## src/source/sump_pkg.sv

```systemverilog
// ======================================================================
// Shared constants for the SUMP host link
// UART bit timing, command framing widths, the opcode set and the
// reset values of the capture configuration registers
// Modules pull these in with a wildcard import in their body
// ======================================================================

package sump_pkg;

  // Clock cycles per UART bit
  localparam int CLK_PER_BIT = 10;
  localparam int DATA_BITS   = 8;
  localparam int CMD_WORDS   = 5;
  localparam int CMD_WIDTH   = DATA_BITS * CMD_WORDS;

  // Counter widths derived from the framing constants
  localparam int SMPL_CNT_W = $clog2(CLK_PER_BIT + 1);
  localparam int BIT_CNT_W  = $clog2(DATA_BITS);
  localparam int WORD_CNT_W = $clog2(CMD_WORDS + 1);

  typedef enum logic [7:0] {
    OP_RESET      = 8'h00,
    OP_RUN        = 8'h01,
    OP_ID         = 8'h02,
    OP_META       = 8'h04,
    OP_DIVIDER    = 8'h80,
    OP_COUNTS     = 8'h81,
    OP_FLAGS      = 8'h82,
    OP_TRIG_MASK  = 8'hC0,
    OP_TRIG_VALUE = 8'hC1
  } sump_op_t;

  // Identification reply, first byte to send sits in the top byte
  localparam logic [31:0] ID_BYTES = "1ALS";

  localparam logic [23:0] DIVIDER_RESET = 24'h000000;
  localparam logic [7:0]  FLAGS_RESET   = 8'h00;

endpackage

```

## src/source/tuart_rx.sv

```systemverilog
// ======================================================================
// Oversampling UART receiver for SUMP commands
// Takes the synchronized serial line, samples each bit at mid-bit and
// gathers bytes until a short (1 byte) or long (5 byte) command is
// complete, then pulses cmd_rdy_o for one cycle during the stop bit
// ======================================================================

`timescale 1ns/1ps

module tuart_rx (
  input  logic                           clk_i,
  input  logic                           rst_in,
  input  logic                           rx_sync_i,
  output logic [sump_pkg::CMD_WIDTH-1:0] cmd_data_o,
  output logic                           cmd_long_o,
  output logic                           cmd_rdy_o
);

  import sump_pkg::*;

  typedef enum logic [2:0] {IDLE, TRIG, SAMPLE, STOP, STOP2} rx_state_t;

  rx_state_t state;
  rx_state_t state_next;

  logic [SMPL_CNT_W-1:0] smpl_cnt;
  logic [SMPL_CNT_W-1:0] smpl_cnt_next;
  logic [SMPL_CNT_W-1:0] smpl_cnt_cmp;
  logic [BIT_CNT_W-1:0]  bit_cnt;
  logic [BIT_CNT_W-1:0]  bit_cnt_next;
  logic [WORD_CNT_W-1:0] word_cnt;
  logic [WORD_CNT_W-1:0] word_cnt_next;
  logic [CMD_WIDTH-1:0]  shft_data;
  logic [CMD_WIDTH-1:0]  shft_data_next;

  logic take_smpl;
  logic short_ready;
  logic long_ready;

  // Half a bit after the start edge, then one full bit per sample
  assign smpl_cnt_cmp = (state == TRIG) ? SMPL_CNT_W'(CLK_PER_BIT / 2)
                                        : SMPL_CNT_W'(CLK_PER_BIT);
  assign take_smpl    = (smpl_cnt == smpl_cnt_cmp - 1'b1);

  // Bits enter from the top, so the first byte ends up lowest
  assign cmd_data_o = shft_data;

  // Opcode MSB clear after the first byte marks a short command
  assign short_ready = (word_cnt == WORD_CNT_W'(1)) && !shft_data[CMD_WIDTH-1];
  assign long_ready  = (word_cnt == WORD_CNT_W'(CMD_WORDS));
  assign cmd_long_o  = long_ready;

  always_comb begin
    state_next     = state;
    smpl_cnt_next  = smpl_cnt;
    bit_cnt_next   = bit_cnt;
    word_cnt_next  = word_cnt;
    shft_data_next = shft_data;
    cmd_rdy_o      = 1'b0;

    case (state)
      IDLE: begin
        // Falling edge on an idle-high line is a start bit
        if (!rx_sync_i) begin
          state_next    = TRIG;
          smpl_cnt_next = '0;
          if (word_cnt == '0) begin
            shft_data_next = '0;
          end
        end
      end

      TRIG: begin
        smpl_cnt_next = smpl_cnt + 1'b1;
        if (take_smpl) begin
          state_next    = SAMPLE;
          smpl_cnt_next = '0;
          bit_cnt_next  = '0;
        end
      end

      SAMPLE: begin
        smpl_cnt_next = smpl_cnt + 1'b1;
        if (take_smpl) begin
          smpl_cnt_next  = '0;
          bit_cnt_next   = bit_cnt + 1'b1;
          shft_data_next = {rx_sync_i, shft_data[CMD_WIDTH-1:1]};
          if (bit_cnt == BIT_CNT_W'(DATA_BITS - 1)) begin
            state_next    = STOP;
            word_cnt_next = word_cnt + 1'b1;
          end
        end
      end

      STOP: begin
        smpl_cnt_next = smpl_cnt + 1'b1;
        // Report the command at the middle of the stop bit
        if (take_smpl) begin
          state_next    = STOP2;
          smpl_cnt_next = '0;
          if (short_ready || long_ready) begin
            word_cnt_next = '0;
            cmd_rdy_o     = 1'b1;
          end
        end
      end

      STOP2: begin
        if (rx_sync_i) begin
          state_next = IDLE;
        end
      end

      default: state_next = IDLE;
    endcase
  end

  always_ff @(posedge clk_i) begin
    if (!rst_in) begin
      state    <= IDLE;
      smpl_cnt <= '0;
      bit_cnt  <= '0;
      word_cnt <= '0;
    end else begin
      state    <= state_next;
      smpl_cnt <= smpl_cnt_next;
      bit_cnt  <= bit_cnt_next;
      word_cnt <= word_cnt_next;
    end
  end

  always_ff @(posedge clk_i) begin
    shft_data <= shft_data_next;
  end

endmodule

```

## src/source/tuart_tx.sv

```systemverilog
// ======================================================================
// UART transmitter, one byte per four-phase request
// Sends start bit, eight data bits LSB first and a stop bit, then
// holds tx_ack_o high until the requester drops tx_req_i
// ======================================================================

`timescale 1ns/1ps

module tuart_tx (
  input  logic       clk_i,
  input  logic       rst_in,
  input  logic       tx_req_i,
  input  logic [7:0] tx_data_i,
  output logic       tx_ack_o,
  output logic       tx_o
);

  import sump_pkg::*;

  typedef enum logic [2:0] {IDLE, START, DATA, STOP, ACK} tx_state_t;

  tx_state_t state;

  logic [SMPL_CNT_W-1:0] cyc_cnt;
  logic [BIT_CNT_W-1:0]  bit_cnt;
  logic [7:0]            shft;
  logic                  bit_end;
  logic                  load;
  logic                  shift;

  assign bit_end = (cyc_cnt == SMPL_CNT_W'(CLK_PER_BIT - 1));
  assign load    = (state == IDLE) && tx_req_i;
  assign shift   = bit_end && ((state == START) || (state == DATA));

  always_ff @(posedge clk_i) begin
    if (!rst_in) begin
      state    <= IDLE;
      tx_o     <= 1'b1;
      tx_ack_o <= 1'b0;
      cyc_cnt  <= '0;
      bit_cnt  <= '0;
    end else begin
      cyc_cnt <= bit_end ? '0 : cyc_cnt + 1'b1;
      case (state)
        IDLE: begin
          cyc_cnt <= '0;
          if (tx_req_i) begin
            state <= START;
            tx_o  <= 1'b0;
          end
        end
        START: begin
          if (bit_end) begin
            state   <= DATA;
            tx_o    <= shft[0];
            bit_cnt <= '0;
          end
        end
        DATA: begin
          if (bit_end) begin
            if (bit_cnt == BIT_CNT_W'(DATA_BITS - 1)) begin
              state <= STOP;
              tx_o  <= 1'b1;
            end else begin
              tx_o    <= shft[0];
              bit_cnt <= bit_cnt + 1'b1;
            end
          end
        end
        STOP: begin
          if (bit_end) begin
            state    <= ACK;
            tx_ack_o <= 1'b1;
          end
        end
        ACK: begin
          cyc_cnt <= '0;
          if (!tx_req_i) begin
            state    <= IDLE;
            tx_ack_o <= 1'b0;
          end
        end
        default: state <= IDLE;
      endcase
    end
  end

  // Data shifter, next bit always in position 0
  always_ff @(posedge clk_i) begin
    if (load) begin
      shft <= tx_data_i;
    end else if (shift) begin
      shft <= {1'b0, shft[7:1]};
    end
  end

endmodule

```

## src/source/sump_cmd_decoder.sv

```systemverilog
// ======================================================================
// SUMP command decoder
// Long commands load the capture configuration registers, short
// commands reset them, pulse arm_o, or request the ID reply over a
// four-phase id_req/id_ack link. Outputs change one cycle after
// cmd_rdy_i
// ======================================================================

`timescale 1ns/1ps

module sump_cmd_decoder (
  input  logic                           clk_i,
  input  logic                           rst_in,
  input  logic [sump_pkg::CMD_WIDTH-1:0] cmd_data_i,
  input  logic                           cmd_long_i,
  input  logic                           cmd_rdy_i,
  input  logic                           id_ack_i,
  output logic                           id_req_o,
  output logic                           arm_o,
  output logic [31:0]                    trig_mask_o,
  output logic [31:0]                    trig_value_o,
  output logic [23:0]                    divider_o,
  output logic [15:0]                    read_count_o,
  output logic [15:0]                    delay_count_o,
  output logic [7:0]                     flags_o
);

  import sump_pkg::*;

  sump_op_t    op;
  logic [31:0] arg;

  // Short commands arrive in the top byte, long ones in the bottom byte
  assign op  = sump_op_t'(cmd_long_i ? cmd_data_i[7:0]
                                     : cmd_data_i[CMD_WIDTH-1 -: 8]);
  assign arg = cmd_data_i[CMD_WIDTH-1:8];

  always_ff @(posedge clk_i) begin
    if (!rst_in) begin
      trig_mask_o   <= '0;
      trig_value_o  <= '0;
      divider_o     <= DIVIDER_RESET;
      read_count_o  <= '0;
      delay_count_o <= '0;
      flags_o       <= FLAGS_RESET;
      arm_o         <= 1'b0;
    end else begin
      arm_o <= 1'b0;
      if (cmd_rdy_i) begin
        case (op)
          OP_RESET: begin
            trig_mask_o   <= '0;
            trig_value_o  <= '0;
            divider_o     <= DIVIDER_RESET;
            read_count_o  <= '0;
            delay_count_o <= '0;
            flags_o       <= FLAGS_RESET;
          end
          OP_RUN:        arm_o        <= 1'b1;
          OP_TRIG_MASK:  trig_mask_o  <= arg;
          OP_TRIG_VALUE: trig_value_o <= arg;
          OP_DIVIDER:    divider_o    <= arg[23:0];
          OP_COUNTS: begin
            read_count_o  <= arg[15:0];
            delay_count_o <= arg[31:16];
          end
          OP_FLAGS:      flags_o      <= arg[7:0];
          // Metadata and unknown opcodes leave everything as is
          default: ;
        endcase
      end
    end
  end

  // ID request held until the responder acknowledges
  always_ff @(posedge clk_i) begin
    if (!rst_in) begin
      id_req_o <= 1'b0;
    end else if (id_req_o && id_ack_i) begin
      id_req_o <= 1'b0;
    end else if (cmd_rdy_i && (op == OP_ID) && !id_req_o && !id_ack_i) begin
      id_req_o <= 1'b1;
    end
  end

endmodule

```

## src/source/sump_id_responder.sv

```systemverilog
// ======================================================================
// Identification responder
// On id_req_i sends the four ID bytes one by one to the transmitter,
// each as a full four-phase exchange, then acknowledges the request
// ======================================================================

`timescale 1ns/1ps

module sump_id_responder (
  input  logic       clk_i,
  input  logic       rst_in,
  input  logic       id_req_i,
  output logic       id_ack_o,
  input  logic       tx_ack_i,
  output logic       tx_req_o,
  output logic [7:0] tx_data_o
);

  import sump_pkg::*;

  typedef enum logic [1:0] {IDLE, SEND, WAIT_LOW, DONE} id_state_t;

  id_state_t  state;
  logic [1:0] idx;

  // Index 0 picks the top byte of the reply
  assign tx_data_o = ID_BYTES[8 * (3 - idx) +: 8];

  always_ff @(posedge clk_i) begin
    if (!rst_in) begin
      state    <= IDLE;
      idx      <= '0;
      tx_req_o <= 1'b0;
      id_ack_o <= 1'b0;
    end else begin
      case (state)
        IDLE: begin
          if (id_req_i) begin
            state    <= SEND;
            idx      <= '0;
            tx_req_o <= 1'b1;
          end
        end
        SEND: begin
          if (tx_ack_i) begin
            state    <= WAIT_LOW;
            tx_req_o <= 1'b0;
          end
        end
        WAIT_LOW: begin
          // Transmitter must drop its ack before the next byte
          if (!tx_ack_i) begin
            if (idx == 2'd3) begin
              state    <= DONE;
              id_ack_o <= 1'b1;
            end else begin
              state    <= SEND;
              idx      <= idx + 1'b1;
              tx_req_o <= 1'b1;
            end
          end
        end
        DONE: begin
          if (!id_req_i) begin
            state    <= IDLE;
            id_ack_o <= 1'b0;
          end
        end
        default: state <= IDLE;
      endcase
    end
  end

endmodule

```

## src/source/sump_uart_top.sv

```systemverilog
// ======================================================================
// SUMP host link top level
// Synchronizes the serial input and connects receiver, command
// decoder, ID responder and transmitter
// ======================================================================

`timescale 1ns/1ps

module sump_uart_top (
  input  logic        clk_i,
  input  logic        rst_in,
  input  logic        rx_i,
  output logic        tx_o,
  output logic        arm_o,
  output logic [31:0] trig_mask_o,
  output logic [31:0] trig_value_o,
  output logic [23:0] divider_o,
  output logic [15:0] read_count_o,
  output logic [15:0] delay_count_o,
  output logic [7:0]  flags_o
);

  import sump_pkg::*;

  logic                 rx_meta;
  logic                 rx_sync;
  logic [CMD_WIDTH-1:0] cmd_data;
  logic                 cmd_long;
  logic                 cmd_rdy;
  logic                 id_req;
  logic                 id_ack;
  logic                 tx_req;
  logic [7:0]           tx_data;
  logic                 tx_ack;

  // Two-flop synchronizer, resets to the idle line level
  always_ff @(posedge clk_i) begin
    if (!rst_in) begin
      rx_meta <= 1'b1;
      rx_sync <= 1'b1;
    end else begin
      rx_meta <= rx_i;
      rx_sync <= rx_meta;
    end
  end

  tuart_rx u_rx (
    .clk_i      (clk_i),
    .rst_in     (rst_in),
    .rx_sync_i  (rx_sync),
    .cmd_data_o (cmd_data),
    .cmd_long_o (cmd_long),
    .cmd_rdy_o  (cmd_rdy)
  );

  sump_cmd_decoder u_decoder (
    .clk_i         (clk_i),
    .rst_in        (rst_in),
    .cmd_data_i    (cmd_data),
    .cmd_long_i    (cmd_long),
    .cmd_rdy_i     (cmd_rdy),
    .id_ack_i      (id_ack),
    .id_req_o      (id_req),
    .arm_o         (arm_o),
    .trig_mask_o   (trig_mask_o),
    .trig_value_o  (trig_value_o),
    .divider_o     (divider_o),
    .read_count_o  (read_count_o),
    .delay_count_o (delay_count_o),
    .flags_o       (flags_o)
  );

  sump_id_responder u_id (
    .clk_i     (clk_i),
    .rst_in    (rst_in),
    .id_req_i  (id_req),
    .id_ack_o  (id_ack),
    .tx_ack_i  (tx_ack),
    .tx_req_o  (tx_req),
    .tx_data_o (tx_data)
  );

  tuart_tx u_tx (
    .clk_i     (clk_i),
    .rst_in    (rst_in),
    .tx_req_i  (tx_req),
    .tx_data_i (tx_data),
    .tx_ack_o  (tx_ack),
    .tx_o      (tx_o)
  );

endmodule

```

## config.mk

```make
export PLATFORM = sky130hd
export DESIGN_NAME = sump_uart_top
export DESIGN_NICKNAME = d
export VERILOG_FILES = /design/src/source/sump_pkg.sv /design/src/source/tuart_rx.sv /design/src/source/tuart_tx.sv /design/src/source/sump_cmd_decoder.sv /design/src/source/sump_id_responder.sv /design/src/source/sump_uart_top.sv
export SDC_FILE = /design/constraint.sdc
export NUM_CORES = 1
export LEC_CHECK = 0
export CORE_MARGIN = 5
export CORE_UTILIZATION = 55
export CTS_BUF_LIST = sky130_fd_sc_hd__clkbuf_8
export DETAILED_ROUTE_END_ITERATION = 10
export DONT_BUFFER_PORTS = 1
export PLACE_DENSITY = 0.73
export RECOVER_POWER = 100
export SLEW_MARGIN = 30
export SYNTH_ARGS = -nofsm -noshare
export SYNTH_HDL_FRONTEND = slang
export SYNTH_HIERARCHICAL = 1
export SYNTH_SLANG_ARGS = --single-unit
export TNS_END_PERCENT = 100
```

## constraint.sdc

```tcl
create_clock -name clk_i -period 4.2 [get_ports clk_i]
set_clock_uncertainty 0.2 [all_clocks]
set_input_delay 0.84 -clock clk_i [delete_from_list [all_inputs] [get_ports clk_i]]
set_output_delay 0.84 -clock clk_i [all_outputs]
set_load 0.05 [all_outputs]
```

Word-level counts from Yosys, hierarchy flattened:

Cells that the tools add are included.

* register bits: 211
* input port bits: 3
* output and inout port bits: 130

* add/sub/neg operators: 8
* equal/unequal tests: 46
* shift operators: 1
* muxes and demuxes: 74
* bitwise operators: 1
* reduce and logical (&&, ||, !) cells: 55

Operators with widths (number)
* $pmux 32 s2: 2
* $mux 40: 3
* $pmux 40 s2: 1
* $pmux 16 s2: 2
* $mux 3: 21
* $pmux 24 s2: 1
* $eq 8x8->1 const B: 5
* $shiftx 32x33->8 const A: 1
* $pmux 3 s5: 2
* $reduce_bool 2->1: 14
* $mux 8: 3
* $reduce_and 4->1: 6
* $ne 2x1->1 const B: 11
* $ne 2x2->1 const B: 10
* $pmux 3 s2: 3
* $mux 1: 17
* $mux 2: 8
* $pmux 8 s2: 1
* $eq 3x3->1 const B: 5
* $reduce_and 2->1: 7
* $eq 3x2->1 const B: 4
* $mux 4: 3
* $reduce_and 6->1: 2
* $reduce_and 5->1: 2
* 29 further kinds: 51

Longest topological paths before layout:

* word-level depth: 9
* gate-level depth with buffers: 10
* depth with buffers taken out: 8

Cells and area by module:

Netlist, hierarchy kept.

By module, submodules not included
* sump_cmd_decoder: times used 1, cells an instance 446, area each 4484.3 um2, seq. area each 2602.5 um2
* tuart_rx: times used 1, cells an instance 180, area each 2298.5 um2, seq. area each 1461.4 um2
* tuart_tx: times used 1, cells an instance 85, area each 967.2 um2, seq. area each 480.5 um2
* sump_id_responder: times used 1, cells an instance 49, area each 444.2 um2, seq. area each 120.1 um2
* sump_uart_top: times used 1, cells an instance 4, area each 52.6 um2, seq. area each 40.0 um2

Least setup slack after synthesis:

No wires, ideal clock.

* path type: register to register
* from: register u_rx.smpl_cnt[0]
* to: register u_rx.shft_data[0] (netlist: u_rx/cmd_data_o[0]) (enable)
* library setup time: 0.487 ns
* data arrival time: 3.550 ns
* required time: 3.513 ns
* path slack: -0.037 ns
* cell stages (with the launch flop): 5
* path buffers: 1
* path through: dfxtp_1 and4bb_1 buf_6 a21oi_1 nor3_1

* word-level cells in the longest chain between the ends: 3

Ends and longest elaborated chain
* from (decl): line tuart_rx.sv:26 `logic [SMPL_CNT_W-1:0] smpl_cnt;`
* from (signal assigned): line tuart_rx.sv:126 `smpl_cnt <= smpl_cnt_next;`
* $eq 4x4->1: line tuart_rx.sv:43 `assign take_smpl = (smpl_cnt == smpl_cnt_cmp - 1'b1);`
* $ne 2x1->1 (no line)
* $reduce_and 4->1 (no line)
* to (signal assigned): line tuart_rx.sv:133 `shft_data <= shft_data_next;`
* to (decl): line tuart_rx.sv:33 `logic [CMD_WIDTH-1:0] shft_data;`

No other way between the ends.
A chain may end at the register's enable or synchronous reset.

Worst setup path after layout:

* from: register u_rx.word_cnt[1]
* to: register u_decoder.trig_mask_o[5]

* elaborated cells between the ends (all ways): 13
* those cells by class: eq/ne (3); mux (5); reduce/logical (5)

RTL lines
* from (decl): line tuart_rx.sv:31 `logic [WORD_CNT_W-1:0] word_cnt;`
* from (signal assigned): line tuart_rx.sv:128 `word_cnt <= word_cnt_next;`
* $eq 3x3->1 *: line tuart_rx.sv:50 `assign long_ready = (word_cnt == WORD_CNT_W'(CMD_WORDS));`
* via cmd_long: line sump_uart_top.sv:28 `logic cmd_long;`
* branches (longest 5 deep; another with $mux 8)
* to (signal assigned): line sump_cmd_decoder.sv:60 `OP_TRIG_MASK: trig_mask_o <= arg;`
* to (decl): line sump_cmd_decoder.sv:20 `output logic [31:0] trig_mask_o,`

Mark *: on every way through the listed nets, which the timed path passes.

==> key figures <==
Power
  – P_sw: 817 uW
  – Leakage power: 3.23 nW
  – Internal power: 2.97 mW
  – Worst vdd ir: 0.237 mV
  – Sequential share of power: 55.6%
  – Switch share: 21.5%
  – Pwr Density: 428 nW/um2
  – Clock share of power: 42.9%
  – Power share of the combinational group: 1.5%

Yosys
  – Cells after Synth: 764
  – Syn Area/Cell: 10.8 um2
  – Sequential-to-total area share from yosys stat: 57.0%
  – Synthesized area: 8250 um2
  – Post-Syn Nets: 782
  – Ys flop type: dfxtp_1
  – Synth unique cells: 69
  – #FFs+latches synth: 211
  – Async S/R FF share, synth: 0%
  – Post-synth EDFFs: 48
  – Warnings from Yosys: 6

Setup path
  – Reg2reg setup slack: 0.58 ns
  – Critical R2R Launch: u_rx/word_cnt[1]
  – Critical path required time: 4.44 ns
  – Crit-path leading delay family: simple AND/OR/NAND/NOR gates
  – RR Endpoint: u_decoder/trig_mask_o[5]
  – Buf+Inv Stages, Crit Path: 2
  – Slowest cell on crit path: and2_0
  – CP Launch Type: flip-flop
  – CP cell instances: inv_1 > ha_1 > and2_0 > nor4b_1 > a32o_1 > and4_1 > clkbuf_2 > a22o_1
  – CP peak stage delay: 0.63 ns
  – Critical path arrival: 3.86 ns
  – Crit Path Class: reg2reg
  – Critical Path Sink Type: flip-flop
  – Reg2Reg Depth: 8
  – CP max FO: 21

STA
  – Final setup vio count: 0
  – Min Tclk post-route: 3.62 ns
  – Final hold vios: 0
  – Setup_tns: 0 ns
  – Least-Margin Pin Slew: 2.26 ns
  – Worst hold margin: 0.204 ns
  – Setup ws final: 0.581 ns
  – Max-slew headroom: -50.5%
  – RSZ-0062 raised after global routing: no
  – Max Slew Vio Count: 95
  – FMAX: 0.276 GHz
  – Post-route clock period utilization: 86.2%

Clock network
  – Post_cts resized: 0
  – Reg clk slew, reported paths: 0.05 ns
  – Root Driver: clkbuf_8
  – Hold-fix buffer count after cts: 0
  – # clock sinks: 211
  – H-tree levels: 2
  – Max Buffers Root-to-Sink: 3
  – Clock Latency Late Sink: 0.51 ns
  – CTS buffer count: 35
  – Setup repair bufs after CTS: 0
  – TritonCTS clock tree: done

Placement
  – Post-Place Setup Slack: 0.902 ns
  – DP HPWL: 11800 um
  – RD Place Congestion: 0.816
  – Placement Cell Area: 8250 um2
  – PortBufs: 0

GRT
  – Initial antenna violation count: 0
  – GRT Resource Usage Total: 20.2%
  – Global route overflow: 0
  – First-pass GRT wire length: 29700 um
  – Vias in the first global route: 5660
  – Largest net degree at the start of global routing: 124

Run status
  – Failing checks: max-capacitance violations, max-slew violations
  – Run status: finished with violations

Die
  – Core box area: 14600 um2
  – Initial Utilization: 56.3%
  – Die area: 17500 um2
  – I/O pin count: 133
  – Die Span X: 132 um
  – # rows: 44
  – DIE HEIGHT: 132 um

Final layout
  – Share of layout cells above drive strength 1: 9.73%
  – Final Core Density: 60.5%
  – Area of the multi-input gates: 3140 um2
  – Fill count: 1178
  – Fin area: 8860 um2
  – ANT cells: 0
  – Register area: 4700 um2
  – Fin nets: 774
  – Area growth, synth to finish: 7.50%

Drt
  – DRC errors left: 0
  – Routed len/inst: 19.1 um
  – Drt first pass iters: 5
  – ANT nets after route: 0
  – Post-DR vias/cell: 6.03
  – Iteration-0 DRC Markers: 454
  – WL final: 18500 um
  – Vias: 5818

Job
  – Max Cap Viol: 3

Hold path
  – Min-Delay Endpoint: rx_sync
  – Worst hold path class: reg2reg
  – Worst hold path depth: 1
  – Worst Hold Launch: rx_meta
flip-flops by register name, summed over array words and instances (netlist names), 4 cells and up:
register,flops
u_decoder/delay_count_o,16
u_decoder/divider_o,24
u_decoder/flags_o,8
u_decoder/read_count_o,16
u_decoder/trig_mask_o,32
u_decoder/trig_value_o,32
u_rx/cmd_data_o,40
u_rx/smpl_cnt,4
u_tx/cyc_cnt,4
u_tx/shft,8
final cells by class:
type	instances	share of cell area, %
Sequential cell	211	53.1
Multi-Input combinational cell	480	35.4
Clock buffer	40	6.21
Tap cell	184	2.60
Clock inverter	22	1.09
Timing Repair Buffer	10	0.875
Inverter	18	0.762
cells by family (layout without fill, tap and decap cells):
family | after synthesis | in the layout | share of synthesized area (%)
fa+ha+maj | 15 | 15 | 2.28
xor+xnor | 7 | 7 | 0.743
other cells | 1 | 1 | 0.0455
compound gates | 186 | 186 | 16.9
buf+inv | 73 | 90 | 4.63
mux | 12 | 12 | 1.58
simple gates | 259 | 259 | 16.8
flops | 211 | 211 | 57.0
worst register-to-register path, delay by kind of cell, from the launching register on:
family / cells / cell delay, ns
compound gates: 2 / 0.70
simple gates: 3 / 1.54
buf+inv: 2 / 0.59
fa+ha+maj: 1 / 0.21
flops: 1 / 0.31
layout by cell type (no fill, tap or decap), drive strengths merged, types with 8 or more instances in the layout:
cell type and instances:
clkbuf 46, dfxtp 163, nand2b 9, a21oi 14, nor2 14, nand3 16, inv 36, nand2 128
a31oi 10, ha 15, o22ai 77, edfxtp 48, and2 42, mux2 8, a22o 56
worst max path at each step:
stage | end | slack (ns) | cells after the start | start
after floorplan | u_rx/cmd_data_o[0] | 1.19 | 4 | u_rx/smpl_cnt[0]
after global placement | u_decoder/read_count_o[13] | 1.11 | 7 | u_rx/word_cnt[1]
after detailed placement | u_decoder/read_count_o[7] | 0.90 | 7 | u_rx/word_cnt[1]
after CTS | u_decoder/read_count_o[7] | 0.91 | 7 | u_rx/word_cnt[1]
after global routing | u_decoder/trig_mask_o[24] | 0.37 | 8 | u_rx/word_cnt[1]
final | u_decoder/trig_mask_o[5] | 0.58 | 8 | u_rx/word_cnt[1]
power groups by stage:
stage / clock [mW] / sequential (mW) / combinational, mW
2_1_floorplan: 0 / 2.14 / 0.0607
3_3_place_gp: 0 / 2.15 / 0.0558
3_5_place_dp: 0 / 2.15 / 0.0587
4_1_cts: 1.67 / 2.11 / 0.0590
5_1_grt: 1.77 / 2.11 / 0.0652
6_report: 1.63 / 2.11 / 0.0585
cells in the mapped netlist, drive strengths merged, types with 3 or more instances:
cell	count	share of area, %
dfxtp	163	40
ha	15	2.3
nand3	16	0.97
nor3b	7	0.70
o21ai	3	0.18
and3b	3	0.32
a31oi	10	0.91
nor4	3	0.30
buf	38	3.0
a21oi	14	0.94
nor2	14	0.67
and4	3	0.32
nor3	6	0.36
mux2	8	1.1
a211oi	5	0.58
a21boi	3	0.41
and2	42	3.2
clkbuf	17	0.83
nor4b	5	1.0
nand2b	9	0.68
edfxtp	48	17
o31ai	3	0.27
o2bb2ai	3	0.39
nand3b	7	0.68
mux2i	4	0.49
a22o	56	5.9
nand2	128	5.8
or2	5	0.38
inv	17	0.77
and4bb	3	0.46
xor2	6	0.64
o22ai	77	5.8
layer usage:
layer | routed length (um) | part of all wire (%) | global-route usage (%) | vias up
met4 | 385 | 2.1 | 7.27 | 0
li1 | - | - | - | 2762
met1 | 7750 | 42 | 25.9 | 2798
met3 | 1560 | 8.4 | 5.96 | 29
met2 | 8760 | 47 | 32.8 | 229
met5 | 0 | 0 | 0 | -
metrics by stage:
stage | power [mW] | instances
global placement | 2.20 | 901
floorplan | 2.20 | 764
finish | 3.79 | 965
CTS | 3.84 | 963
global route | 3.95 | 965
detailed placement | 2.21 | 901
Power figures use the tool's default switching activity.
